==> config.mk <==
export PLATFORM = sky130hd
export DESIGN_NAME = minisrcTop
export DESIGN_NICKNAME = d
export VERILOG_FILES = /design/src/hdl/minisrcPkg.sv /design/src/hdl/aluUnit.sv /design/src/hdl/busRouter.sv /design/src/hdl/controlUnit.sv /design/src/hdl/memInterface.sv /design/src/hdl/minisrcTop.sv /design/src/hdl/registerFile.sv
export SDC_FILE = /design/constraint.sdc
export NUM_CORES = 2
export LEC_CHECK = 0
export ABC_AREA = 1
export BUFFER_PORTS_ARGS = -buffer_cell sky130_fd_sc_hd__buf_2
export CAP_MARGIN = 20
export CORE_AREA = 4 4 393 395
export CTS_BUF_LIST = sky130_fd_sc_hd__clkbuf_2 sky130_fd_sc_hd__clkbuf_4 sky130_fd_sc_hd__clkbuf_8
export DETAILED_ROUTE_END_ITERATION = 10
export DIE_AREA = 0 0 397 399
export PLACE_DENSITY = 0.42
export RECOVER_POWER = 50
export REMOVE_ABC_BUFFERS = 1
export SYNTH_ARGS = -nofsm -noshare
export SYNTH_HDL_FRONTEND = slang
export SYNTH_SLANG_ARGS = --single-unit
==> constraint.sdc <==
create_clock -name Clock -period 7.7 [get_ports Clock]
set_input_delay 2.31 -clock Clock [delete_from_list [all_inputs] [get_ports Clock]]
set_output_delay 2.31 -clock Clock [all_outputs]
set_load 0.01 [all_outputs]
==> src/hdl/minisrcPkg.sv <==
`default_nettype none

package minisrcPkg;

    localparam int DATA_W = 32;
    localparam int REG_CNT = 16;
    localparam int REG_IDX_W = $clog2(REG_CNT);
    localparam int IMM_W = 19;
    localparam int SHAMT_W = $clog2(DATA_W);

    typedef enum logic [4:0] {
        opLd   = 5'b00000,
        opLdi  = 5'b00001,
        opSt   = 5'b00010,
        opAdd  = 5'b00011,
        opSub  = 5'b00100,
        opAnd  = 5'b00101,
        opOr   = 5'b00110,
        opShr  = 5'b00111,
        opShra = 5'b01000,
        opShl  = 5'b01001,
        opRor  = 5'b01010,
        opRol  = 5'b01011,
        opHalt = 5'b11011
    } opcode_t;

    typedef struct packed {
        opcode_t opcode;
        logic [REG_IDX_W-1:0] ra;
        logic [REG_IDX_W-1:0] rb;
        logic [REG_IDX_W-1:0] rc;
        logic [14:0] unused;
    } regForm_t;

    typedef struct packed {
        opcode_t opcode;
        logic [REG_IDX_W-1:0] ra;
        logic [REG_IDX_W-1:0] rb;
        logic [IMM_W-1:0] c; // sign extended on the bus
    } immForm_t;

    typedef union packed {
        regForm_t regForm;
        immForm_t immForm;
    } instr_t;

    typedef enum logic [2:0] {
        srcNone = 3'd0, // bus reads zero
        srcReg  = 3'd1,
        srcPc   = 3'd2,
        srcMdr  = 3'd3,
        srcZLow = 3'd4,
        srcImm  = 3'd5
    } busSrc_t;

    typedef enum logic [3:0] {
        aluAdd, aluSub, aluAnd, aluOr, aluShr, aluShra, aluShl, aluRor, aluRol
    } aluOp_t;

    typedef struct packed {
        busSrc_t busSrc;
        logic [REG_IDX_W-1:0] regIndex;
        logic baGate;   // R0 reads as zero
        logic regWrite;
        logic marLoad;
        logic mdrLoad;
        logic incPc;
        logic irLoad;
        logic yLoad;
        logic zLoad;
        aluOp_t aluOp;
        logic memRead;  // held until memDone
        logic memWrite;
    } ctrlWord_t;

    // only the low ADDR_W bits of addr are driven, the rest stay zero
    typedef struct packed {
        logic write;
        logic [DATA_W-1:0] addr;
        logic [DATA_W-1:0] wdata;
    } memCmd_t;

endpackage

`default_nettype wire

==> src/hdl/aluUnit.sv <==
`timescale 1ns/1ps
`default_nettype none

module aluUnit (
    input  logic                          Clock,
    input  logic                          rstN,
    input  minisrcPkg::ctrlWord_t         ctrl,
    input  logic [minisrcPkg::DATA_W-1:0] bus,
    output logic [minisrcPkg::DATA_W-1:0] zLow
);

    localparam int W = minisrcPkg::DATA_W;

    logic [W-1:0] y, z, result;
    logic [2*W-1:0] yTwice; // rotates pick a window out of this
    logic [minisrcPkg::SHAMT_W-1:0] amount;

    assign amount = bus[minisrcPkg::SHAMT_W-1:0];
    assign yTwice = {y, y};

    always_comb begin
        case (ctrl.aluOp)
            minisrcPkg::aluAdd:  result = y + bus;
            minisrcPkg::aluSub:  result = y - bus;
            minisrcPkg::aluAnd:  result = y & bus;
            minisrcPkg::aluOr:   result = y | bus;
            minisrcPkg::aluShr:  result = y >> amount;
            minisrcPkg::aluShra: result = $signed(y) >>> amount;
            minisrcPkg::aluShl:  result = y << amount;
            minisrcPkg::aluRor:  result = yTwice[amount +: W];
            minisrcPkg::aluRol:  result = yTwice[(W - amount) +: W]; // amount 0 gives y
            default:             result = y + bus;
        endcase
    end

    always_ff @(posedge Clock) begin
        if (ctrl.yLoad) y <= bus;
        if (ctrl.zLoad) z <= result;
    end

    assign zLow = z;

    yzExclusive: assert property (@(posedge Clock) disable iff (!rstN)
        !(ctrl.yLoad && ctrl.zLoad))
        else $error("Y and Z loaded in the same step");

endmodule

`default_nettype wire

==> src/hdl/busRouter.sv <==
`timescale 1ns/1ps
`default_nettype none

module busRouter (
    input  logic                          Clock,
    input  logic                          rstN,
    input  minisrcPkg::ctrlWord_t         ctrl,
    input  logic [minisrcPkg::DATA_W-1:0] regData,
    input  logic [minisrcPkg::DATA_W-1:0] pcValue,
    input  logic [minisrcPkg::DATA_W-1:0] mdrValue,
    input  logic [minisrcPkg::DATA_W-1:0] zLow,
    output logic [minisrcPkg::DATA_W-1:0] bus,
    output minisrcPkg::instr_t            instr
);

    localparam int W = minisrcPkg::DATA_W;
    localparam int C_W = minisrcPkg::IMM_W;

    minisrcPkg::instr_t ir;
    logic [W-1:0] imm;

    always_ff @(posedge Clock) begin
        if (!rstN) ir <= '0;
        else if (ctrl.irLoad) ir <= bus;
    end

    assign imm = {{(W - C_W){ir.immForm.c[C_W-1]}}, ir.immForm.c};

    always_comb begin
        case (ctrl.busSrc)
            minisrcPkg::srcReg:  bus = regData;
            minisrcPkg::srcPc:   bus = pcValue;
            minisrcPkg::srcMdr:  bus = mdrValue;
            minisrcPkg::srcZLow: bus = zLow;
            minisrcPkg::srcImm:  bus = imm;
            default:             bus = '0;
        endcase
    end

    assign instr = ir;

    irFromMdr: assert property (@(posedge Clock) disable iff (!rstN)
        ctrl.irLoad |-> ctrl.busSrc == minisrcPkg::srcMdr)
        else $error("IR loaded from a source other than MDR");

endmodule

`default_nettype wire

==> src/hdl/controlUnit.sv <==
`timescale 1ns/1ps
`default_nettype none

module controlUnit (
    input  logic                  Clock,
    input  logic                  rstN,
    input  minisrcPkg::instr_t    instr,
    input  logic                  memDone,
    output minisrcPkg::ctrlWord_t ctrl,
    output logic                  halted
);

    typedef enum logic [2:0] {
        stepT0, stepT1, stepT2, stepT3, stepT4, stepT5, stepT6, stepT7
    } step_t;

    step_t step;
    logic started; // first cycle after reset issues nothing
    minisrcPkg::opcode_t opcode;
    minisrcPkg::aluOp_t aluOpDec;
    logic isLd, isLdi, isSt, isAlu, isHalt, isMemOp;

    assign opcode = instr.regForm.opcode;
    assign isLd = (opcode == minisrcPkg::opLd);
    assign isLdi = (opcode == minisrcPkg::opLdi);
    assign isSt = (opcode == minisrcPkg::opSt);
    assign isHalt = (opcode == minisrcPkg::opHalt);
    assign isMemOp = isLd | isLdi | isSt; // base plus offset through the ALU

    always_comb begin
        isAlu = 1'b1;
        case (opcode)
            minisrcPkg::opAdd:  aluOpDec = minisrcPkg::aluAdd;
            minisrcPkg::opSub:  aluOpDec = minisrcPkg::aluSub;
            minisrcPkg::opAnd:  aluOpDec = minisrcPkg::aluAnd;
            minisrcPkg::opOr:   aluOpDec = minisrcPkg::aluOr;
            minisrcPkg::opShr:  aluOpDec = minisrcPkg::aluShr;
            minisrcPkg::opShra: aluOpDec = minisrcPkg::aluShra;
            minisrcPkg::opShl:  aluOpDec = minisrcPkg::aluShl;
            minisrcPkg::opRor:  aluOpDec = minisrcPkg::aluRor;
            minisrcPkg::opRol:  aluOpDec = minisrcPkg::aluRol;
            default: begin
                aluOpDec = minisrcPkg::aluAdd;
                isAlu = 1'b0;
            end
        endcase
    end

    always_ff @(posedge Clock) begin
        if (!rstN) begin
            step <= stepT0;
            started <= 1'b0;
            halted <= 1'b0;
        end else begin
            started <= 1'b1;
            if (started && !halted) begin
                case (step)
                    stepT0: step <= stepT1;
                    stepT1: if (memDone) step <= stepT2;
                    stepT2: step <= stepT3;
                    stepT3: begin
                        if (isHalt) halted <= 1'b1; // stays until reset
                        else if (isAlu || isMemOp) step <= stepT4;
                        else step <= stepT0; // unknown opcode
                    end
                    stepT4: step <= stepT5;
                    stepT5: step <= (isLd || isSt) ? stepT6 : stepT0;
                    stepT6: if (isSt || memDone) step <= stepT7;
                    stepT7: if (isLd || memDone) step <= stepT0;
                    default: step <= stepT0;
                endcase
            end
        end
    end

    always_comb begin
        ctrl = '0;
        ctrl.busSrc = minisrcPkg::srcNone;
        if (started && !halted) begin
            case (step)
                stepT0: begin
                    ctrl.busSrc = minisrcPkg::srcPc;
                    ctrl.marLoad = 1'b1;
                    ctrl.incPc = 1'b1;
                end
                stepT1: ctrl.memRead = 1'b1; // instruction fetch
                stepT2: begin
                    ctrl.busSrc = minisrcPkg::srcMdr;
                    ctrl.irLoad = 1'b1;
                end
                stepT3: begin
                    if (isAlu || isMemOp) begin
                        ctrl.busSrc = minisrcPkg::srcReg;
                        ctrl.regIndex = instr.regForm.rb;
                        ctrl.baGate = isMemOp;
                        ctrl.yLoad = 1'b1;
                    end
                end
                stepT4: begin
                    ctrl.busSrc = isMemOp ? minisrcPkg::srcImm : minisrcPkg::srcReg;
                    ctrl.regIndex = instr.regForm.rc;
                    ctrl.aluOp = aluOpDec; // add for memory ops
                    ctrl.zLoad = 1'b1;
                end
                stepT5: begin
                    ctrl.busSrc = minisrcPkg::srcZLow;
                    ctrl.regIndex = instr.regForm.ra;
                    ctrl.marLoad = isLd | isSt;
                    ctrl.regWrite = !(isLd | isSt);
                end
                stepT6: begin
                    if (isSt) begin
                        ctrl.busSrc = minisrcPkg::srcReg;
                        ctrl.regIndex = instr.regForm.ra;
                        ctrl.mdrLoad = 1'b1;
                    end else begin
                        ctrl.memRead = 1'b1;
                    end
                end
                stepT7: begin
                    if (isSt) begin
                        ctrl.memWrite = 1'b1;
                    end else begin
                        ctrl.busSrc = minisrcPkg::srcMdr;
                        ctrl.regIndex = instr.regForm.ra;
                        ctrl.regWrite = 1'b1;
                    end
                end
                default: ctrl = '0;
            endcase
        end
    end

    haltQuiet: assert property (@(posedge Clock) disable iff (!rstN)
        halted |=> halted && !ctrl.memRead && !ctrl.memWrite)
        else $error("memory step issued after halt");

endmodule

`default_nettype wire

==> src/hdl/memInterface.sv <==
`timescale 1ns/1ps
`default_nettype none

module memInterface #(
    parameter int ADDR_W = 12
) (
    input  logic                              Clock,
    input  logic                              rstN,
    input  minisrcPkg::ctrlWord_t             ctrl,
    input  logic [minisrcPkg::DATA_W-1:0]     bus,
    input  logic                              memAck,
    input  logic [minisrcPkg::DATA_W-1:0]     memData,
    output logic                              memReq,
    output minisrcPkg::memCmd_t               memCmd,
    output logic                              memDone,
    output logic [minisrcPkg::DATA_W-1:0]     pcValue,
    output logic [minisrcPkg::DATA_W-1:0]     mdrValue
);

    typedef enum logic [1:0] {phIdle, phReq, phRel} phase_t;

    phase_t phase;
    logic [minisrcPkg::DATA_W-1:0] pc, mar, mdr;
    logic startReq, ackSeen;

    // no new request in the memDone cycle, the step is still the same
    assign startReq = (phase == phIdle) && (ctrl.memRead || ctrl.memWrite)
                      && !memDone && !memAck;
    assign ackSeen = (phase == phReq) && memAck;

    always_ff @(posedge Clock) begin
        if (!rstN) begin
            pc <= '0;
            phase <= phIdle;
            memReq <= 1'b0;
            memDone <= 1'b0;
        end else begin
            memDone <= 1'b0;
            if (ctrl.incPc) pc <= pc + 1'b1; // word addressed
            case (phase)
                phIdle: if (startReq) begin
                    memReq <= 1'b1;
                    phase <= phReq;
                end
                phReq: if (memAck) begin
                    memReq <= 1'b0;
                    phase <= phRel;
                end
                phRel: if (!memAck) begin
                    memDone <= 1'b1;
                    phase <= phIdle;
                end
                default: phase <= phIdle;
            endcase
        end
    end

    always_ff @(posedge Clock) begin
        if (ctrl.marLoad) mar <= bus;
        if (ctrl.mdrLoad) mdr <= bus;
        else if (ackSeen && !memCmd.write) mdr <= memData; // read data
        if (startReq) begin
            memCmd.write <= ctrl.memWrite;
            memCmd.addr <= minisrcPkg::DATA_W'(mar[ADDR_W-1:0]);
            memCmd.wdata <= mdr;
        end
    end

    assign pcValue = pc;
    assign mdrValue = mdr;

    cmdStable: assert property (@(posedge Clock) disable iff (!rstN)
        memReq |=> !memReq || $stable(memCmd))
        else $error("memCmd changed during a request");

endmodule

`default_nettype wire

==> src/hdl/minisrcTop.sv <==
`timescale 1ns/1ps
`default_nettype none

module minisrcTop #(
    parameter int ADDR_W = 12
) (
    input  logic                          Clock,
    input  logic                          rstN,
    input  logic                          memAck,
    input  logic [minisrcPkg::DATA_W-1:0] memData,
    output logic                          memReq,
    output minisrcPkg::memCmd_t           memCmd,
    output logic                          halted
);

    minisrcPkg::ctrlWord_t ctrl;
    minisrcPkg::instr_t instr;
    logic [minisrcPkg::DATA_W-1:0] bus;
    logic [minisrcPkg::DATA_W-1:0] regData, pcValue, mdrValue, zLow;
    logic memDone;

    controlUnit control (
        .Clock   (Clock),
        .rstN    (rstN),
        .instr   (instr),
        .memDone (memDone),
        .ctrl    (ctrl),
        .halted  (halted)
    );

    memInterface #(
        .ADDR_W (ADDR_W)
    ) memIf (
        .Clock    (Clock),
        .rstN     (rstN),
        .ctrl     (ctrl),
        .bus      (bus),
        .memAck   (memAck),
        .memData  (memData),
        .memReq   (memReq),
        .memCmd   (memCmd),
        .memDone  (memDone),
        .pcValue  (pcValue),
        .mdrValue (mdrValue)
    );

    registerFile regFile (
        .Clock   (Clock),
        .rstN    (rstN),
        .ctrl    (ctrl),
        .bus     (bus),
        .regData (regData)
    );

    aluUnit alu (
        .Clock (Clock),
        .rstN  (rstN),
        .ctrl  (ctrl),
        .bus   (bus),
        .zLow  (zLow)
    );

    busRouter router (
        .Clock    (Clock),
        .rstN     (rstN),
        .ctrl     (ctrl),
        .regData  (regData),
        .pcValue  (pcValue),
        .mdrValue (mdrValue),
        .zLow     (zLow),
        .bus      (bus),
        .instr    (instr)
    );

endmodule

`default_nettype wire

==> src/hdl/registerFile.sv <==
`timescale 1ns/1ps
`default_nettype none

module registerFile (
    input  logic                          Clock,
    input  logic                          rstN,
    input  minisrcPkg::ctrlWord_t         ctrl,
    input  logic [minisrcPkg::DATA_W-1:0] bus,
    output logic [minisrcPkg::DATA_W-1:0] regData
);

    logic [minisrcPkg::DATA_W-1:0] regs [minisrcPkg::REG_CNT];

    always_ff @(posedge Clock) begin
        if (!rstN) begin
            for (int i = 0; i < minisrcPkg::REG_CNT; i++) begin
                regs[i] <= '0;
            end
        end else if (ctrl.regWrite) begin
            regs[ctrl.regIndex] <= bus;
        end
    end

    // base register R0 reads as zero for ld, ldi and st
    always_comb begin
        if (ctrl.baGate && ctrl.regIndex == '0) regData = '0;
        else regData = regs[ctrl.regIndex];
    end

endmodule

`default_nettype wire

# ---- Word-level counts from Yosys, hierarchy flattened
# Memory sizes are Yosys's and may differ from the RTL's.
# Index checks and enable logic that the tools add are counted.
dict set report totals {
  memories 1
  in_bits 35
  ram_bits 512
  out_inout_bits 67
  wordCells 151
  regBits 226
}
dict set report op_classes {
  bitwise 5
  eq_ne 41
  shifts 5
  n_addsub 4
  n_reduce_logical 30
  n_mux 50
}
# name words word_bits read_ports rd_ports_with_merged_regs write_ports line
set memory_table {}
lappend memory_table {regFile.regs 16 32 1 0 16 registerFile.sv:12} ;# logic [minisrcPkg::DATA_W-1:0] regs [minisrcPkg::REG_CNT];
# op count
set op_table {}
lappend op_table {{$pmux 32 s8} 1}
lappend op_table {{$pmux 32 s5} 1}
lappend op_table {{$mux 32} 4}
lappend op_table {{$shiftx 64x33->32} 1}
lappend op_table {{$shiftx 64x6->32} 1}
lappend op_table {{$add 32x1->32 const B} 1}
lappend op_table {{$add 32x32->32} 1}
lappend op_table {{$and 32x32->32} 1}
lappend op_table {{$or 32x32->32} 1}
lappend op_table {{$pmux 4 s8} 1}
lappend op_table {{$reduce_or 32->1} 1}
lappend op_table {{$shl 32x5->32} 1}
lappend op_table {{$shr 32x5->32} 1}
lappend op_table {{$sshr 32x5->32} 1}
lappend op_table {{$sub 32x32->32} 1}
lappend op_table {{$pmux 3 s8} 1}
lappend op_table {{$mux 21} 1}
lappend op_table {{$mux 3} 7}
lappend op_table {{$pmux 3 s7} 1}
lappend op_table {{$eq 5x3->1 const B} 4}
lappend op_table {{$eq 5x4->1 const B} 4}
lappend op_table {{$pmux 4 s5} 1}
lappend op_table {{$mux 1} 19}
lappend op_table {{$eq 3x3->1 const B} 6}
lappend op_table {{33 further kinds} 73}

# ---- Logic depth before layout (Yosys ltp)
dict set report depth {
  word_depth 14
  depth_mapped 48
}

# ---- By module
# A second synthesis with hierarchy kept.
dict set report hier_totals {
  cells_unflattened 6002
  area_unflattened_um2 44287.5
}
# mod cells_per_inst seq_area_each_um2 n_inst area_each_um2
set by_module_without_submodules {}
lappend by_module_without_submodules {registerFile 2694 15374.7 1 23648.9}
lappend by_module_without_submodules {aluUnit 2194 1921.8 1 11982.7}
lappend by_module_without_submodules {memInterface 499 3393.3 1 5136.2}
lappend by_module_without_submodules {busRouter 505 640.6 1 2887.8}
lappend by_module_without_submodules {controlUnit 110 100.1 1 631.9}

# ---- Worst setup path after synthesis
# OpenSTA, ideal clock, no wires.
dict set report synth_path {
  kind {flip-flop to flip-flop}
  start {reg control.step[0]}
  end {reg alu.z[28] (netlist: alu.zLow[28]), data pin}
  n_path_buf 1
  stages_incl_launch_ff 32
  t_required_ns 7.444
  synth_period_minus_slack_ns 6.048
  setup_slack_ns 1.652
  t_arrival_ns 5.792
  cell_sequence {dfxtp_1 nor2_2 nand2_2 nor2_1 nand2_1 inv_1 nand2_1 nor3_1 inv_1 or2_2 buf_1 nand2_1 o21ai_0 fa_1 nand3_1 nand3_1 nand2_1 nand2_1 a21oi_1 o21ai_0 a21boi_0 o21ai_0 a21oi_1 o21ai_0 a21oi_1 inv_1 nand2_1 nand2_1 a21boi_0 nor2_1 nor2_1 a21oi_1}
}
dict set report synth_between {
  elab_chain_cells 10
  elab_cells_between_ends 41
  cone_classes {add/sub: 3; eq/ne: 19; shift: 5; mux: 8; bitwise: 2; reduce/logical: 3; memory: 1}
}
# item line
set synth_lines {}
lappend synth_lines {{start, declared} controlUnit.sv:17} ;# step_t step;
lappend synth_lines {{start signal, assigned} controlUnit.sv:51} ;# step <= stepT0;
lappend synth_lines {{start signal, assigned} controlUnit.sv:58} ;# stepT0: step <= stepT1;
lappend synth_lines {{start signal, assigned} controlUnit.sv:59} ;# stepT1: if (memDone) step <= stepT2;
lappend synth_lines {{$eq 3x3->1 or $eq 3x2->1 (tied branches)} controlUnit.sv:80} ;# case (step)
lappend synth_lines {{$pmux 4 s5} controlUnit.sv:80}
lappend synth_lines {{$mux 21 *} controlUnit.sv:79} ;# if (started && !halted) begin
lappend synth_lines {{branches (longest 6 deep; another with $mem_v2 16x32)} -}
lappend synth_lines {{$pmux 32 s8 *} aluUnit.sv:22} ;# case (ctrl.aluOp)
lappend synth_lines {{net alu.result[28]} aluUnit.sv:14} ;# logic [W-1:0] y, z, result;
lappend synth_lines {{end signal, assigned} aluUnit.sv:38} ;# if (ctrl.zLoad) z <= result;
lappend synth_lines {{end, declared} aluUnit.sv:14}
# Mark *: on every way through the listed nets, which the timed path passes.
# A chain may end at the register's enable or synchronous reset.

==> flow_summary.yaml <==
placement:
  gp_congestion: 0.940
  dpl_cell_area_sq_mm: 0.0447
  dp_hpwl_mm: 132
  port_buffers: 81
run_status:
  violations: "max-capacitance violations, max-slew violations"
  outcome: "finished with violations"
clocking:
  clk_pin_slew_ns: 0.06
  cts_hold_buffers: 0
  cts_resized: 0
  clkLatencyLatePin_ns: 0.86
  cts.path.max_buffers: 3
  cts.sink_count: 738
  cts_buffers: 132
  h-tree-depth: 4
  post_cts_buffers: 0
  root_buffer: "clkbuf_8"
  cts_tree: "done"
route:
  first_iter_violations: 4438
  routed_wl_mm: 189
  drcViolationCount: 0
  wl_per_cell_um: 25.3
  dr.pass1.iters: 6
  drt-vias-per-instance: 5.08
  final_antenna_net_count: 0
  vias: 38000
worst_setup_path:
  critPathKind: "in -> reg"
  crit_arrival_ns: 8.15
  r2r_start: "control.step[2]$_SDFFE_PN0P_"
  cp_data_required_time_ns: 8.28
  worstReg2RegEnd: "regFile.regs[5][16]$_SDFFCE_PN0P_"
  reg2reg_slack_ns: 0.49
  start_kind: "input pin"
  critPathCaptureType: "register"
  rr_worst_depth: 13
  crit_fanout: 33
hold_path:
  worstHoldStart: "memIf.mar[1]$_DFFE_PP_"
  whs_path_depth: 0
  hp-class: "reg -> reg"
  hold_end: "memIf.memCmd[33]$_DFFE_PP_"
layout:
  area_growth_pct: 11.6
  stdcell_area_sq_mm: 0.0469
  fill_cells: 16400
  multi_input_area_sq_mm: 0.0176
  nNetsFinal: 5419
  layout-drive-gt1-share: 0.0904
  regArea_sq_mm: 0.0214
global_route:
  grt_pass1_wl_mm: 268
  grt_max_degree: 65
  grt_pass1_vias: 35900
  track_usage: 0.233
  antenna_found_initial: 7
  grt-ovfl-total: 0
logic_synthesis:
  synth_top_family_by_area: "simple AND/OR/NAND/NOR gates"
  synth_area_sq_mm: 0.0420
  ys_types: 60
  synth-xor-area-share: 0.00875
  synth_compound_area_frac: 0.0860
  synth-seq-area-share: 0.510
  async_reset_ff_frac: 0
  synth_ff_type: "edfxtp_1"
  synth.area.top_cells: "edfxtp_1 48%, nand2_1 13%, nor2_1 9.0%"
  synth_mux_area_frac: 0
  synthSimpleGateAreaFrac: 0.309
  synth-seq-cells: 738
  ys.warnings.count: 0
  synth_area_per_cell_sq_um: 7.93
  netlist_instances: 5303
  synth_edf_count: 665
  yosysTopAreaCell: "edfxtp_1"
  synth.top_cell.area_share: 0.475
  synthAdderAreaFrac: 0.0112
pwr:
  irDropWorstVdd_mv: 0.152
  p_leak_nw: 19.0
  p_per_area_mw_per_mm2: 246
floorplan:
  dieArea_sq_mm: 0.158
  die_h_um: 399
  initial_core_util: 0.278
  rows: 143
  io_pins: 102
  die_x_um: 397
  core_area_sq_mm: 0.151
timing:
  rsz0062_at_grt: "no"
  worstMarginPinSlew_ns: 3.00
  clock.fmax_mhz: 132
  tns_ns: 0
  finalSetupViolations: 0
  slew-limit-headroom: -1.00
  period_share: 0.983
  hold_viol: 0
  clock_skew_ns: 0.0355
  maxSlewViolCount: 1027
  layout_min_cycle_time_ns: 7.57
run:
  cap_violations: 34
sequential cells by signal, indices dropped and copies added (netlist names):
name / cells
alu.y: 32
alu.zLow: 32
control.halted: 1
control.started: 1
control.step: 3
memIf.mar: 12
memIf.mdrValue: 32
memIf.memCmd: 45
memIf.memDone: 1
memIf.memReq: 1
memIf.pcValue: 32
memIf.phase: 2
regFile.regs: 512
router.instr: 32
metal layers:
layer	track usage	wire length [um]	vias up	part of all wire
li1	-	-	17600	-
met1	0.333	87100	18800	0.46
met2	0.368	85300	1410	0.45
met3	0.0305	11300	236	0.060
met4	0.0703	5600	0	0.030
met5	0	0	-	0
layout by cell type, fill, tap and decap left out, types with 16 or more instances in the layout:
master and instances:
o21ai_1 62, dfxtp_1 73, inv_1 348, or2_2 26, clkbuf_4 51, clkinv_1 42, o21ai_0 289, inv_2 18
ha_1 36, nand2_1 1438, nand2_2 21, nor2_2 19, o211ai_1 21, clkbuf_8 137, nand3b_1 16, buf_2 34
nor2_1 995, nor3_1 28, nand4_1 38, xor2_1 33, nand3_1 482, o22ai_1 43, buf_4 103, clkbuf_1 83
edfxtp_1 665, conb_1 20, nor2_4 19, a21oi_1 144
Yosys cell counts, drive strengths merged (21+ instances only):
| cell | number |
|---|---|
| ha | 36 |
| o21ai | 359 |
| nor3 | 28 |
| clkbuf | 140 |
| o211ai | 21 |
| nand4 | 40 |
| nand2 | 1464 |
| o22ai | 43 |
| dfxtp | 73 |
| or2 | 35 |
| xor2 | 33 |
| edfxtp | 665 |
| buf | 196 |
| nor2 | 1034 |
| nand3 | 494 |
| inv | 368 |
| a21oi | 144 |
area by class of cell:
class / instances / area share
flip-flops and latches: 738 / 0.457
multi-input cells: 3863 / 0.375
well taps: 2030 / 0.0541
clock buffers: 188 / 0.0484
inverters: 385 / 0.0309
repair buffers: 227 / 0.0297
clock inverters: 43 / 0.00525
diodes: 1 / 0.0000533
power breakdown:
part | switching, W | total, W | internal [W] | leakage [nW]
clock | 0.00175 | 0.00368 | 0.00193 | 1.33
sequential | 0.0000586 | 0.00463 | 0.00457 | 7.29
combinational | 0.00236 | 0.00322 | 0.000861 | 10.4
kinds of logic after synthesis:
| logic type | after synthesis |
|---|---|
| XOR/XNOR | 42 |
| AND/OR/NAND/NOR | 3122 |
| AO/OA/AOI/OAI | 642 |
| flip-flops | 738 |
| other | 1 |
| adder cells (fa/ha/maj) | 37 |
| buffers and inverters | 721 |
metrics by stage:
stage                      util  instances  power (W)  setup WS [ns]  hold WS, ns
after floorplan               -       4986    0.00662          -1.14        0.400
after global placement    0.295       7239    0.00787          0.862        0.403
after detailed placement  0.296       7241    0.00785          0.868        0.405
final                     0.310       7475     0.0115          0.132        0.416
after CTS                 0.312       7472     0.0116          0.803        0.419
after global routing      0.310       7475     0.0121         0.0774        0.433
worst max-delay path by stage:
stage / startpoint / to / slack, ns
floorplan: control.halted$_SDFFE_PN0P_ / alu.zLow[28]$_DFFE_PP_ / -1.14
global placement: control.step[2]$_SDFFE_PN0P_ / alu.zLow[25]$_DFFE_PP_ / 0.86
detailed placement: control.step[2]$_SDFFE_PN0P_ / alu.zLow[30]$_DFFE_PP_ / 0.87
CTS: control.step[2]$_SDFFE_PN0P_ / alu.zLow[30]$_DFFE_PP_ / 0.80
global route: control.step[1]$_SDFFE_PN0P_ / alu.zLow[28]$_DFFE_PP_ / 0.08
finish: rstN / regFile.regs[5][16]$_SDFFCE_PN0P_ / 0.13
critical path: stages:
cell and delay (ns):
buf_2 0.10, clkbuf_1 0.62, nand3_1 0.59, nor2_1 0.19, nand2_1 0.09, clkbuf_1 2.08
nand2_2 1.52, buf_4 0.57
(Power assumes the default switching activity.)
